File: src/rtl/ctrl_config.svh
//--------------------------------------------------
// Instruction word layout for the controller
// Word width, class bit, operation field, opcodes
//--------------------------------------------------
`ifndef CTRL_CONFIG_SVH
`define CTRL_CONFIG_SVH

// Width of the instruction word
`define CTRL_IR_WIDTH   32
// Set for ALU class instructions
`define CTRL_CLASS_BIT  31
// Operation field position
`define CTRL_OP_LSB     26
`define CTRL_OP_MSB     28
// Memory class operation codes
`define CTRL_OP_LOAD    3'b000
`define CTRL_OP_STORE   3'b001

`endif

File: src/rtl/ctrl_pkg.sv
//--------------------------------------------------
// Shared types of the sequencing controller
// Instruction word, operation field, FSM state enums
//--------------------------------------------------
`default_nettype none
`include "ctrl_config.svh"

package ctrl_pkg;

	typedef logic [`CTRL_IR_WIDTH-1:0] instr_t;               // Held instruction word
	typedef logic [`CTRL_OP_MSB-`CTRL_OP_LSB:0] op_field_t;   // Operation field

	//--------------------------------------------------
	// Sequencer states
	//--------------------------------------------------
	typedef enum logic [2:0] {
		F_IDLE, F_PC, F_MAR, F_RD, F_IR, F_DONE
	} fetch_state_t;

	typedef enum logic [2:0] {
		L_IDLE, L_MAR, L_RD, L_LDEN, L_MDR, L_GAP, L_WEN, L_DONE
	} load_state_t;

	typedef enum logic [2:0] {
		S_IDLE, S_STEN, S_ADDR, S_WR, S_DONE
	} store_state_t;

	// Execute dispatch, one sequence per instruction
	typedef enum logic [2:0] {
		E_IDLE, E_DECODE, E_ALU, E_WAIT, E_DONE
	} exec_state_t;

	// Instruction loop
	typedef enum logic [2:0] {
		C_IDLE, C_FETCH_START, C_FETCH_WAIT, C_PC_INC,
		C_EXEC_START, C_EXEC_WAIT, C_INSTR_DONE
	} cycle_state_t;

endpackage

`default_nettype wire

File: src/rtl/ctrl_bus_if.sv
//--------------------------------------------------
// Datapath control strobe bundle
// Source and sink modports
//--------------------------------------------------
`timescale 1ns/1ps
`default_nettype none

interface ctrl_bus_if;
	logic mar_en;     // MAR load
	logic pc_fetch;   // MAR takes its address from the PC
	logic pc_en;      // PC load
	logic w_en;       // Register file write
	logic ir_en;      // IR load
	logic ld_en;      // MDR takes data from RAM
	logic st_en;      // MDR takes data from the register file
	logic mdr_en;     // MDR load
	logic wr;         // RAM write
	logic rd;         // RAM read

	modport source (output mar_en, pc_fetch, pc_en, w_en, ir_en,
		ld_en, st_en, mdr_en, wr, rd);
	modport sink (input mar_en, pc_fetch, pc_en, w_en, ir_en,
		ld_en, st_en, mdr_en, wr, rd);
endinterface

`default_nettype wire

File: src/rtl/cpu_controller.sv
//--------------------------------------------------
// Multicycle CPU sequencing controller, top level
// Loop, fetch, dispatch, load and store sequencers
//--------------------------------------------------
`timescale 1ns/1ps
`default_nettype none

module cpu_controller (
	input wire                clk,
	input wire                reset,
	input wire                go,
	input wire ctrl_pkg::instr_t  ir,
	output logic              mar_en,
	output logic              pc_fetch,
	output logic              pc_en,
	output logic              w_en,
	output logic              ir_en,
	output logic              ld_en,
	output logic              st_en,
	output logic              mdr_en,
	output logic              wr,
	output logic              rd,
	output logic              instr_done
);
	// Start and done pulse pairs
	logic fetch_start, fetch_done;
	logic exec_start, exec_done;
	logic load_start, load_done;
	logic store_start, store_done;

	ctrl_bus_if fetch_bus ();
	ctrl_bus_if load_bus ();
	ctrl_bus_if store_bus ();
	ctrl_bus_if exec_bus ();

	cycle_sequencer cycle_sequencer_inst (
		.clk(clk), .reset(reset), .go(go),
		.fetch_done(fetch_done), .exec_done(exec_done),
		.fetch_bus(fetch_bus.sink), .exec_bus(exec_bus.sink),
		.fetch_start(fetch_start), .exec_start(exec_start), .instr_done(instr_done),
		.mar_en(mar_en), .pc_fetch(pc_fetch), .pc_en(pc_en), .w_en(w_en),
		.ir_en(ir_en), .ld_en(ld_en), .st_en(st_en), .mdr_en(mdr_en),
		.wr(wr), .rd(rd)
	);

	fetch_seq fetch_seq_inst (
		.clk(clk), .reset(reset), .start(fetch_start),
		.done(fetch_done), .bus(fetch_bus.source)
	);

	op_dispatch op_dispatch_inst (
		.clk(clk), .reset(reset), .start(exec_start), .ir(ir),
		.load_done(load_done), .store_done(store_done),
		.load_bus(load_bus.sink), .store_bus(store_bus.sink),
		.done(exec_done), .load_start(load_start), .store_start(store_start),
		.bus(exec_bus.source)
	);

	load_seq load_seq_inst (
		.clk(clk), .reset(reset), .start(load_start),
		.done(load_done), .bus(load_bus.source)
	);

	store_seq store_seq_inst (
		.clk(clk), .reset(reset), .start(store_start),
		.done(store_done), .bus(store_bus.source)
	);
endmodule

`default_nettype wire

File: src/rtl/cycle_sequencer.sv
//--------------------------------------------------
// Instruction loop FSM with PC increment
// Registered merge of all datapath strobes
//--------------------------------------------------
`timescale 1ns/1ps
`default_nettype none

module cycle_sequencer (
	input wire         clk,
	input wire         reset,
	input wire         go,           // Level, run while high
	input wire         fetch_done,
	input wire         exec_done,
	ctrl_bus_if.sink   fetch_bus,
	ctrl_bus_if.sink   exec_bus,
	output logic       fetch_start,
	output logic       exec_start,
	output logic       instr_done,
	output logic       mar_en,
	output logic       pc_fetch,
	output logic       pc_en,
	output logic       w_en,
	output logic       ir_en,
	output logic       ld_en,
	output logic       st_en,
	output logic       mdr_en,
	output logic       wr,
	output logic       rd
);
	import ctrl_pkg::*;

	cycle_state_t state, state_nxt;
	logic         pc_inc;   // Own PC increment strobe

	always_ff @(posedge clk or negedge reset) begin
		if (!reset)
			state <= C_IDLE;
		else
			state <= state_nxt;
	end

	always_comb begin
		state_nxt = state;
		case (state)
			C_IDLE:        if (go) state_nxt = C_FETCH_START;
			C_FETCH_START: state_nxt = C_FETCH_WAIT;
			C_FETCH_WAIT:  if (fetch_done) state_nxt = C_PC_INC;
			C_PC_INC:      state_nxt = C_EXEC_START;
			C_EXEC_START:  state_nxt = C_EXEC_WAIT;
			C_EXEC_WAIT:   if (exec_done) state_nxt = C_INSTR_DONE;
			default:       state_nxt = C_IDLE;   // go is sampled again in idle
		endcase
	end

	assign fetch_start = (state == C_FETCH_START);
	assign exec_start  = (state == C_EXEC_START);
	assign pc_inc      = (state == C_PC_INC);

	//--------------------------------------------------
	// Output registers, one cycle behind the FSMs
	//--------------------------------------------------
	always_ff @(posedge clk or negedge reset) begin
		if (!reset) begin
			{mar_en, pc_fetch, pc_en, w_en, ir_en} <= '0;
			{ld_en, st_en, mdr_en, wr, rd} <= '0;
			instr_done <= 1'b0;
		end else begin
			mar_en     <= fetch_bus.mar_en | exec_bus.mar_en;
			pc_fetch   <= fetch_bus.pc_fetch | exec_bus.pc_fetch;
			pc_en      <= fetch_bus.pc_en | exec_bus.pc_en | pc_inc;
			w_en       <= fetch_bus.w_en | exec_bus.w_en;
			ir_en      <= fetch_bus.ir_en | exec_bus.ir_en;
			ld_en      <= fetch_bus.ld_en | exec_bus.ld_en;
			st_en      <= fetch_bus.st_en | exec_bus.st_en;
			mdr_en     <= fetch_bus.mdr_en | exec_bus.mdr_en;
			wr         <= fetch_bus.wr | exec_bus.wr;
			rd         <= fetch_bus.rd | exec_bus.rd;
			instr_done <= (state == C_INSTR_DONE);   // End of instruction pulse
		end
	end
endmodule

`default_nettype wire

File: src/rtl/fetch_seq.sv
//--------------------------------------------------
// Staged instruction fetch sequencer
//--------------------------------------------------
`timescale 1ns/1ps
`default_nettype none

module fetch_seq (
	input wire          clk,
	input wire          reset,
	input wire          start,   // One-cycle pulse from the loop FSM
	output logic        done,
	ctrl_bus_if.source  bus
);
	import ctrl_pkg::*;

	fetch_state_t state, state_nxt;

	always_ff @(posedge clk or negedge reset) begin
		if (!reset)
			state <= F_IDLE;
		else
			state <= state_nxt;
	end

	always_comb begin
		state_nxt = state;
		case (state)
			F_IDLE:  if (start) state_nxt = F_PC;   // Start only taken when idle
			F_PC:    state_nxt = F_MAR;
			F_MAR:   state_nxt = F_RD;
			F_RD:    state_nxt = F_IR;
			F_IR:    state_nxt = F_DONE;
			default: state_nxt = F_IDLE;            // F_DONE returns to idle
		endcase
	end

	// Strobes build up one per cycle and all drop in F_DONE
	assign bus.pc_fetch = (state inside {F_PC, F_MAR, F_RD, F_IR});
	assign bus.mar_en   = (state inside {F_MAR, F_RD, F_IR});
	assign bus.rd       = (state inside {F_RD, F_IR});
	assign bus.ir_en    = (state == F_IR);
	assign bus.pc_en    = 1'b0;
	assign bus.w_en     = 1'b0;
	assign bus.ld_en    = 1'b0;
	assign bus.st_en    = 1'b0;
	assign bus.mdr_en   = 1'b0;
	assign bus.wr       = 1'b0;

	assign done = (state == F_DONE);
endmodule

`default_nettype wire

File: src/rtl/load_seq.sv
//--------------------------------------------------
// Load sequencer, RAM to MDR to register file
//--------------------------------------------------
`timescale 1ns/1ps
`default_nettype none

module load_seq (
	input wire          clk,
	input wire          reset,
	input wire          start,
	output logic        done,
	ctrl_bus_if.source  bus
);
	import ctrl_pkg::*;

	load_state_t state, state_nxt;

	always_ff @(posedge clk or negedge reset) begin
		if (!reset)
			state <= L_IDLE;
		else
			state <= state_nxt;
	end

	always_comb begin
		state_nxt = state;
		case (state)
			L_IDLE:  if (start) state_nxt = L_MAR;
			L_MAR:   state_nxt = L_RD;     // Address into the MAR
			L_RD:    state_nxt = L_LDEN;
			L_LDEN:  state_nxt = L_MDR;
			L_MDR:   state_nxt = L_GAP;    // MDR captures the read word
			L_GAP:   state_nxt = L_WEN;
			L_WEN:   state_nxt = L_DONE;
			default: state_nxt = L_IDLE;
		endcase
	end

	assign bus.mar_en   = (state == L_MAR);
	assign bus.rd       = (state inside {L_RD, L_LDEN, L_MDR});
	assign bus.ld_en    = (state inside {L_LDEN, L_MDR});
	assign bus.mdr_en   = (state == L_MDR);
	assign bus.w_en     = (state == L_WEN);   // Writeback after the MDR settles
	assign bus.pc_fetch = 1'b0;
	assign bus.pc_en    = 1'b0;
	assign bus.ir_en    = 1'b0;
	assign bus.st_en    = 1'b0;
	assign bus.wr       = 1'b0;

	assign done = (state == L_DONE);
endmodule

`default_nettype wire

File: src/rtl/op_dispatch.sv
//--------------------------------------------------
// Instruction decode and execute dispatch
// ALU writeback, load and store start, strobe merge
//--------------------------------------------------
`timescale 1ns/1ps
`default_nettype none
`include "ctrl_config.svh"

module op_dispatch (
	input wire               clk,
	input wire               reset,
	input wire               start,
	input wire ctrl_pkg::instr_t  ir,   // Held stable for the whole instruction
	input wire               load_done,
	input wire               store_done,
	ctrl_bus_if.sink         load_bus,
	ctrl_bus_if.sink         store_bus,
	output logic             done,
	output logic             load_start,
	output logic             store_start,
	ctrl_bus_if.source       bus
);
	import ctrl_pkg::*;

	exec_state_t state, state_nxt;
	op_field_t   op;
	logic        alu_class;
	logic        is_load;
	logic        is_store;

	// Decode of the class bit and operation field
	assign alu_class = ir[`CTRL_CLASS_BIT];
	assign op        = ir[`CTRL_OP_MSB:`CTRL_OP_LSB];
	assign is_load   = !alu_class && (op == `CTRL_OP_LOAD);
	assign is_store  = !alu_class && (op == `CTRL_OP_STORE);

	always_ff @(posedge clk or negedge reset) begin
		if (!reset)
			state <= E_IDLE;
		else
			state <= state_nxt;
	end

	always_comb begin
		state_nxt = state;
		case (state)
			E_IDLE: if (start) state_nxt = E_DECODE;
			E_DECODE: begin
				if (alu_class)
					state_nxt = E_ALU;
				else if (is_load || is_store)
					state_nxt = E_WAIT;   // Child sequencer started here
				else
					state_nxt = E_DONE;   // Unsupported, no execute strobes
			end
			E_ALU:   state_nxt = E_DONE;
			E_WAIT:  if (load_done || store_done) state_nxt = E_DONE;
			default: state_nxt = E_IDLE;
		endcase
	end

	// At most one child is started per instruction
	assign load_start  = (state == E_DECODE) && is_load;
	assign store_start = (state == E_DECODE) && is_store;
	assign done        = (state == E_DONE);

	//--------------------------------------------------
	// Strobe merge
	//--------------------------------------------------
	assign bus.w_en     = load_bus.w_en | store_bus.w_en | (state == E_ALU);
	assign bus.mar_en   = load_bus.mar_en | store_bus.mar_en;
	assign bus.pc_fetch = load_bus.pc_fetch | store_bus.pc_fetch;
	assign bus.pc_en    = load_bus.pc_en | store_bus.pc_en;
	assign bus.ir_en    = load_bus.ir_en | store_bus.ir_en;
	assign bus.ld_en    = load_bus.ld_en | store_bus.ld_en;
	assign bus.st_en    = load_bus.st_en | store_bus.st_en;
	assign bus.mdr_en   = load_bus.mdr_en | store_bus.mdr_en;
	assign bus.wr       = load_bus.wr | store_bus.wr;
	assign bus.rd       = load_bus.rd | store_bus.rd;
endmodule

`default_nettype wire

File: src/rtl/store_seq.sv
//--------------------------------------------------
// Store sequencer, register file to RAM
//--------------------------------------------------
`timescale 1ns/1ps
`default_nettype none

module store_seq (
	input wire          clk,
	input wire          reset,
	input wire          start,
	output logic        done,
	ctrl_bus_if.source  bus
);
	import ctrl_pkg::*;

	store_state_t state, state_nxt;

	always_ff @(posedge clk or negedge reset) begin
		if (!reset)
			state <= S_IDLE;
		else
			state <= state_nxt;
	end

	always_comb begin
		state_nxt = state;
		case (state)
			S_IDLE:  if (start) state_nxt = S_STEN;
			S_STEN:  state_nxt = S_ADDR;
			S_ADDR:  state_nxt = S_WR;    // MAR and MDR load together
			S_WR:    state_nxt = S_DONE;
			default: state_nxt = S_IDLE;
		endcase
	end

	assign bus.st_en    = (state inside {S_STEN, S_ADDR});
	assign bus.mar_en   = (state == S_ADDR);
	assign bus.mdr_en   = (state == S_ADDR);
	assign bus.wr       = (state == S_WR);   // RAM write once st_en has dropped
	assign bus.pc_fetch = 1'b0;
	assign bus.pc_en    = 1'b0;
	assign bus.w_en     = 1'b0;
	assign bus.ir_en    = 1'b0;
	assign bus.ld_en    = 1'b0;
	assign bus.rd       = 1'b0;

	assign done = (state == S_DONE);
endmodule

`default_nettype wire

File: config.mk
export PLATFORM = sky130hd
export DESIGN_NAME = cpu_controller
export DESIGN_NICKNAME = d
export VERILOG_FILES = /design/src/rtl/ctrl_pkg.sv /design/src/rtl/ctrl_bus_if.sv /design/src/rtl/cpu_controller.sv /design/src/rtl/cycle_sequencer.sv /design/src/rtl/fetch_seq.sv /design/src/rtl/load_seq.sv /design/src/rtl/op_dispatch.sv /design/src/rtl/store_seq.sv
export VERILOG_INCLUDE_DIRS = /design/src /design/src/rtl
export SDC_FILE = /design/constraint.sdc
export NUM_CORES = 1
export LEC_CHECK = 0
export BUFFER_PORTS_ARGS = -buffer_cell sky130_fd_sc_hd__buf_2
export CORE_MARGIN = 1
export CORE_UTILIZATION = 49
export CTS_CLUSTER_DIAMETER = 60
export DETAILED_ROUTE_END_ITERATION = 8
export GPL_TIMING_DRIVEN = 0
export PLACE_DENSITY = 0.78
export REMOVE_ABC_BUFFERS = 1
export SETUP_SLACK_MARGIN = 0.4
export SLEW_MARGIN = 30
export SYNTH_ARGS = -nofsm -noshare
export SYNTH_HDL_FRONTEND = slang
export SYNTH_HIERARCHICAL = 1
export SYNTH_SLANG_ARGS = --single-unit
File: constraint.sdc
create_clock -name clk -period 1.8 [get_ports clk]
set_clock_uncertainty 0.15 [all_clocks]
set_input_delay 0.09 -clock clk [delete_from_list [all_inputs] [get_ports clk]]
set_output_delay 0.09 -clock clk [all_outputs]
set_load 0.01 [all_outputs]
### Word-level counts from Yosys, hierarchy flattened

Cells that the tools add are included.

| storage, ports and cells | value |
|---|---|
| bits in registers | 26 |
| bits in latches | 0 |
| memory bits (writable) | 0 |
| ROM bits | 0 |
| input bits | 35 |
| output and inout bits | 11 |
| logic and storage cells | 92 |
| memories kept | 0 |

| cells by class | value |
|---|---|
| add/sub/neg operators | 0 |
| multiply operators | 0 |
| div/mod/pow operators | 0 |
| order comparisons | 0 |
| eq/ne operators | 35 |
| shifts and indexed selects | 0 |
| muxes and demuxes | 15 |
| bitwise operators | 5 |
| reductions and logical operators | 21 |

Operator list:

| cell | number |
|---|---|
| $eq 3x3->1 const B | 11 |
| $eq 3x2->1 const B | 10 |
| $mux 3 | 10 |
| $pmux 3 s4 | 2 |
| $pmux 3 s7 | 1 |
| $eq 3x1->1 const B | 6 |
| $logic_not 3->1 | 6 |
| $pmux 3 s6 | 1 |
| $pmux 3 s5 | 1 |
| $ne 2x1->1 const B | 4 |
| $ne 2x2->1 const B | 4 |
| $reduce_bool 2->1 | 3 |
| $reduce_bool 3->1 | 2 |
| $or 1x1->1 | 5 |
| $logic_and 1x1->1 | 4 |
| $reduce_bool 4->1 | 1 |
| $reduce_and 3->1 | 1 |
| $logic_or 1x1->1 | 2 |
| $reduce_and 2->1 | 1 |
| $logic_not 1->1 | 1 |

### Longest topological paths before layout

| depth | value |
|---|---|
| word-level depth | 6 |
| gate-level depth with buffers | 5 |
| depth with buffers taken out | 5 |

### Modules after synthesis

The synthesis kept the hierarchy.

Modules (own cells, without submodules):

| module | times used | cells an instance | area an instance (sq um) | seq. area each (sq um) |
|---|---|---|---|---|
| cycle_sequencer | 1 | 40 | 526.8 | 350.3 |
| op_dispatch | 1 | 32 | 256.5 | 75.1 |
| fetch_seq | 1 | 23 | 225.2 | 75.1 |
| load_seq | 1 | 22 | 195.2 | 75.1 |
| store_seq | 1 | 21 | 182.7 | 75.1 |

### Least setup slack after synthesis

No wires, ideal clock.

| timing path | value |
|---|---|
| kind | reg-to-reg |
| start point | register store_seq_inst.state[1] |
| end point | register cycle_sequencer_inst.mdr_en |
| library setup time | 0.127 ns |
| arrival time | 1.216 ns |
| data required time | 1.523 ns |
| slack | 0.307 ns |
| stages on the path, launching flop included | 5 |
| path buffers | 1 |
| period minus slack after synthesis | 1.493 ns |
| cell sequence | dfrtp_1 > nor3b_1 > buf_4 > or2_2 > or2_2 |

| on the way | value |
|---|---|
| longest elaborated chain between the ends | 2 |

RTL lines:

| item | line | text |
|---|---|---|
| start, declared | store_seq.sv:16 | `store_state_t state, state_nxt;` |
| start signal, assigned | store_seq.sv:22 | `state <= state_nxt;` |
| $eq 3x2->1 | - |  |
| net store_bus.mar_en | ctrl_bus_if.sv:9 | `logic mar_en;` |
| $or 1x1->1 | op_dispatch.sv:77 | `assign bus.mdr_en = load_bus.mdr_en \| store_bus.mdr_en;` |
| net exec_bus.mdr_en | ctrl_bus_if.sv:16 | `logic mdr_en;` |
| end signal, assigned | cycle_sequencer.sv:75 | `mdr_en <= fetch_bus.mdr_en \| exec_bus.mdr_en;` |
| end, declared | cycle_sequencer.sv:26 | `output logic mdr_en,` |

The timed path passes the listed nets, and every way through them passes these cells.
A chain may end at the register's enable or synchronous reset.

### Worst setup path after layout

| timing path | value |
|---|---|
| start point | register load_seq_inst.state[2] |
| end point | register cycle_sequencer_inst.ld_en |

| on the way | value |
|---|---|
| longest elaborated chain between the ends | 2 |
| elaborated cells on any way between the ends | 3 |
| classes of those cells | eq/ne: 2; reduce/logical: 1 |

RTL lines:

| item | line | text |
|---|---|---|
| start, declared | load_seq.sv:16 | `load_state_t state, state_nxt;` |
| start signal, assigned | load_seq.sv:22 | `state <= state_nxt;` |
| $eq 3x2->1 / $eq 3x3->1 (equally long branches) | load_seq.sv:41 | `assign bus.ld_en = (state inside {L_LDEN, L_MDR});` |
| $reduce_bool 2->1 * | load_seq.sv:41 |  |
| net load_bus.ld_en | ctrl_bus_if.sv:14 | `logic ld_en;` |
| end signal, assigned | cycle_sequencer.sv:73 | `ld_en <= fetch_bus.ld_en \| exec_bus.ld_en;` |
| end, declared | cycle_sequencer.sv:24 | `output logic ld_en,` |

The timed path passes the listed nets; every way through them passes the cells marked *.

==> summary.txt <==
Logic synthesis
  – Register area share after synthesis: 0.469
  – Cell Area, Synth: 0.00139 sq mm
  – Top cell type's share of synthesized area: 0.469
  – EDFF count, synth: 0
  – Unique masters post-synth: 33
  – Synth top area cells: dfrtp_1 47%, buf_4 9.7%, or2_2 8.1%, nor3b_1 5.4%, nor2_1 3.8%
  – Mean Syn Cell Area: about 10 sq um
  – Most common cell in the netlist: dfrtp_1
  – Cell taking the most area after synthesis: dfrtp_1
  – Syn Inst Count: between 100 and 150
  – Yosys warning count: 6
  – #FFs+latches synth: 26
  – Synth cell count leaders: 26 x dfrtp_1, 18 x buf_4, 18 x or2_2
  – Main synth FF type: dfrtp_1
  – Async S/R FF share, synth: 1.00

Power
  – Tot Pwr: roughly 2.6 mW
  – P_leak: 0.798 nW
  – Pwr dens: 1540 mW/mm^2
  – Maximum vdd drop: 0.945 mV

Drt
  – Vias per cell: 4.63
  – DR pass1 iterations: 4
  – Total wire length: 2080 um
  – Initial drt markers: 10
  – WL/cell: roughly 10 um
  – Antenna-violating nets left: 0
  – Vias: 939
  – Drc violations: 0

Global routing
  – GRT overflow: 0
  – Met1 usage: 0.208
  – Total global-route track usage: 0.175
  – Number of global-route vias before repair: around 900
  – M3 GR Usage: 0.0191
  – GRT Max-Usage Layer: met2
  – Largest net degree at the start of global routing: 27
  – First-pass GRT wire length: between 3000 and 4000 um
  – Initial antenna violation count: 0
  – Met2 Track Usage GR: 0.307

Placement
  – Routability cong.: about 0.77
  – PortBufs: 17
  – Post-DP HPWL: around 1200 um

Worst hold path
  – Min-delay worst type: in -> async

STA
  – Max Clock Freq: 701 MHz
  – Max-slew violation count: 0
  – RSZ-0062 raised after global routing: yes
  – Sum of negative setup slack: 0 ps
  – Tmin final: 1430 ps
  – Tcrit/Tclk final: 0.793
  – Final setup fails: 0
  – Relative slew margins: 0.627
  – Final Hold Vio Count: 0
  – Tightest Pin Transition: between 500 and 600 ps

Worst setup path
  – Worst path most repeated cell: or2_4
  – Crit path max fanout: 4
  – CP Launch Type: flop
  – Crit-path slowest cell: dfrtp_2
  – Crit path largest cell delay: ~440 ps
  – Critical path class: reg -> reg
  – WP data arrival: 1490 ps
  – Critical Path, Cell by Cell: or3b_4 > o21ai_1 > or2_4 > or2_4
  – CP Capture Type: flop
  – Crit path max-delay family: simple AND/OR/NAND/NOR gates
  – Buffer and inverter count on the worst path: 0
  – WP data required: 1860 ps

Status
  – Outcome: finished clean

Clocking
  – Clock insertion delay at the later pin of the skew report: 300 ps
  – Clock Tree Buf Depth: 2
  – CTS root buf: clkbuf_4
  – TritonCTS clock tree: built
  – Number of H-tree levels: 1
  – Clock transition at path regs: approximately 130 ps
  – CTS Buf Count: 3
  – Total clock sinks: 26

Floorplanning
  – Die Wd: 55.2 um
  – Die height: around 55 um
  – Num rows: 18
  – Initial cell density of the core: 0.540
  – I/O Pins: 46
  – CORE AREA: 0.00257 sq mm
  – DIE AREA: between 0.003 and 0.004 sq mm

Layout
  – Layout cells sized above 1: 0.445
  – Fin nets: 209
  – Ant diodes: 0
  – Layout area overhead: 22.6%
  – Post-layout util: 0.662

Flow run
  – Max Cap Viol: 0
==> flip-flops by register name, indices dropped and copies added (netlist names) <==
register                         cells
cycle_sequencer_inst/st_en           1
cycle_sequencer_inst/rd              1
cycle_sequencer_inst/state           3
cycle_sequencer_inst/mdr_en          1
cycle_sequencer_inst/instr_done      1
op_dispatch_inst/state               3
cycle_sequencer_inst/wr              1
cycle_sequencer_inst/ld_en           1
cycle_sequencer_inst/pc_en           1
cycle_sequencer_inst/ir_en           1
store_seq_inst/state                 3
cycle_sequencer_inst/mar_en          1
load_seq_inst/state                  3
cycle_sequencer_inst/pc_fetch        1
cycle_sequencer_inst/w_en            1
fetch_seq_inst/state                 3
==> through the flow <==
step | worst slack, ps | cell area (sq um) | hold slack [ps] | std cells
CTS | 378 | 1670 | 155 | 201
floorplan | 319 | 1260 | -356 | 130
finish | 373 | 1700 | 142 | 203
detailed placement | 229 | 1390 | -33.4 | 177
global placement | 254 | 1390 | -36.3 | 177
global route | 328 | 1700 | 196 | 203
==> timing repair <==
item	in CTS	in global routing
pin swaps	13	7
endpoints found under the setup margin	9	14
hold buffers	6	0
buffers inserted	14	2
resized for setup	30	5
hold endpoints to repair	32	0
gates cloned	0	0
==> metal layers <==
layer / up-vias / wire length, um
li1: 489 / -
met1: 434 / 939
met2: 14 / 1070
met3: 2 / 47
met4: 0 / 27
met5: - / 0
==> report_power, final <==
part	internal [mW]	switching, mW
clock network	0.123	0.156
logic	0.802	0.452
registers	0.814	0.271
total	1.74	0.879
==> placed cells by master, fill, tap and decap left out, types with 3 or more instances in the layout <==
cell type	count
nor2_2	3
nor3_1	4
xnor2_1	4
inv_1	4
buf_2	17
buf_4	14
conb_1	17
dlygate4sd3_1	6
or2_2	5
clkbuf_4	3
or2_4	13
dfrtp_2	7
o21ai_1	4
nor3b_1	8
nand2_1	3
nor2_1	11
dfrtp_1	19
nor3b_4	3
==> layout make-up <==
class	count	area, sq um
tap	30	37.5
fill	201	868
clock buffer	4	36.3
inverter	4	15.0
timing repair buffer	39	273
multi-input combinational	100	678
sequential	26	659
==> final timing paths <==
kind | depth (start not counted) | start | slack, ps | to
worst max-delay path | 4 | load_seq_inst/state[2]$_DFFE_PN0P_ | 370 | cycle_sequencer_inst/ld_en$_DFF_PN0_
worst min-delay path | 2 | reset | 140 | cycle_sequencer_inst/rd$_DFF_PN0_
worst max register to register | 4 | load_seq_inst/state[2]$_DFFE_PN0P_ | 370 | cycle_sequencer_inst/ld_en$_DFF_PN0_
worst min register to register | 1 | op_dispatch_inst/state[2]$_DFFE_PN0P_ | 370 | op_dispatch_inst/state[2]$_DFFE_PN0P_
max in group asynchronous | 2 | reset | 960 | load_seq_inst/state[0]$_DFFE_PN0P_
min in group clk | 1 | op_dispatch_inst/state[2]$_DFFE_PN0P_ | 370 | op_dispatch_inst/state[2]$_DFFE_PN0P_
==> worst register-to-register path, delay by kind of cell (launching register included) <==
kind | cells | cell delay, ps
simple gates | 3 | 680
compound gates | 1 | 60
flops | 1 | 440
==> cell families after synthesis <==
logic type	after synthesis	share of synthesized area
simple gates	63	0.282
flops	26	0.469
buf+inv	26	0.136
compound gates	14	0.0659
xor+xnor	6	0.0379
other cells	3	0.00812
No activity file was read; power rests on OpenSTA's default activity.
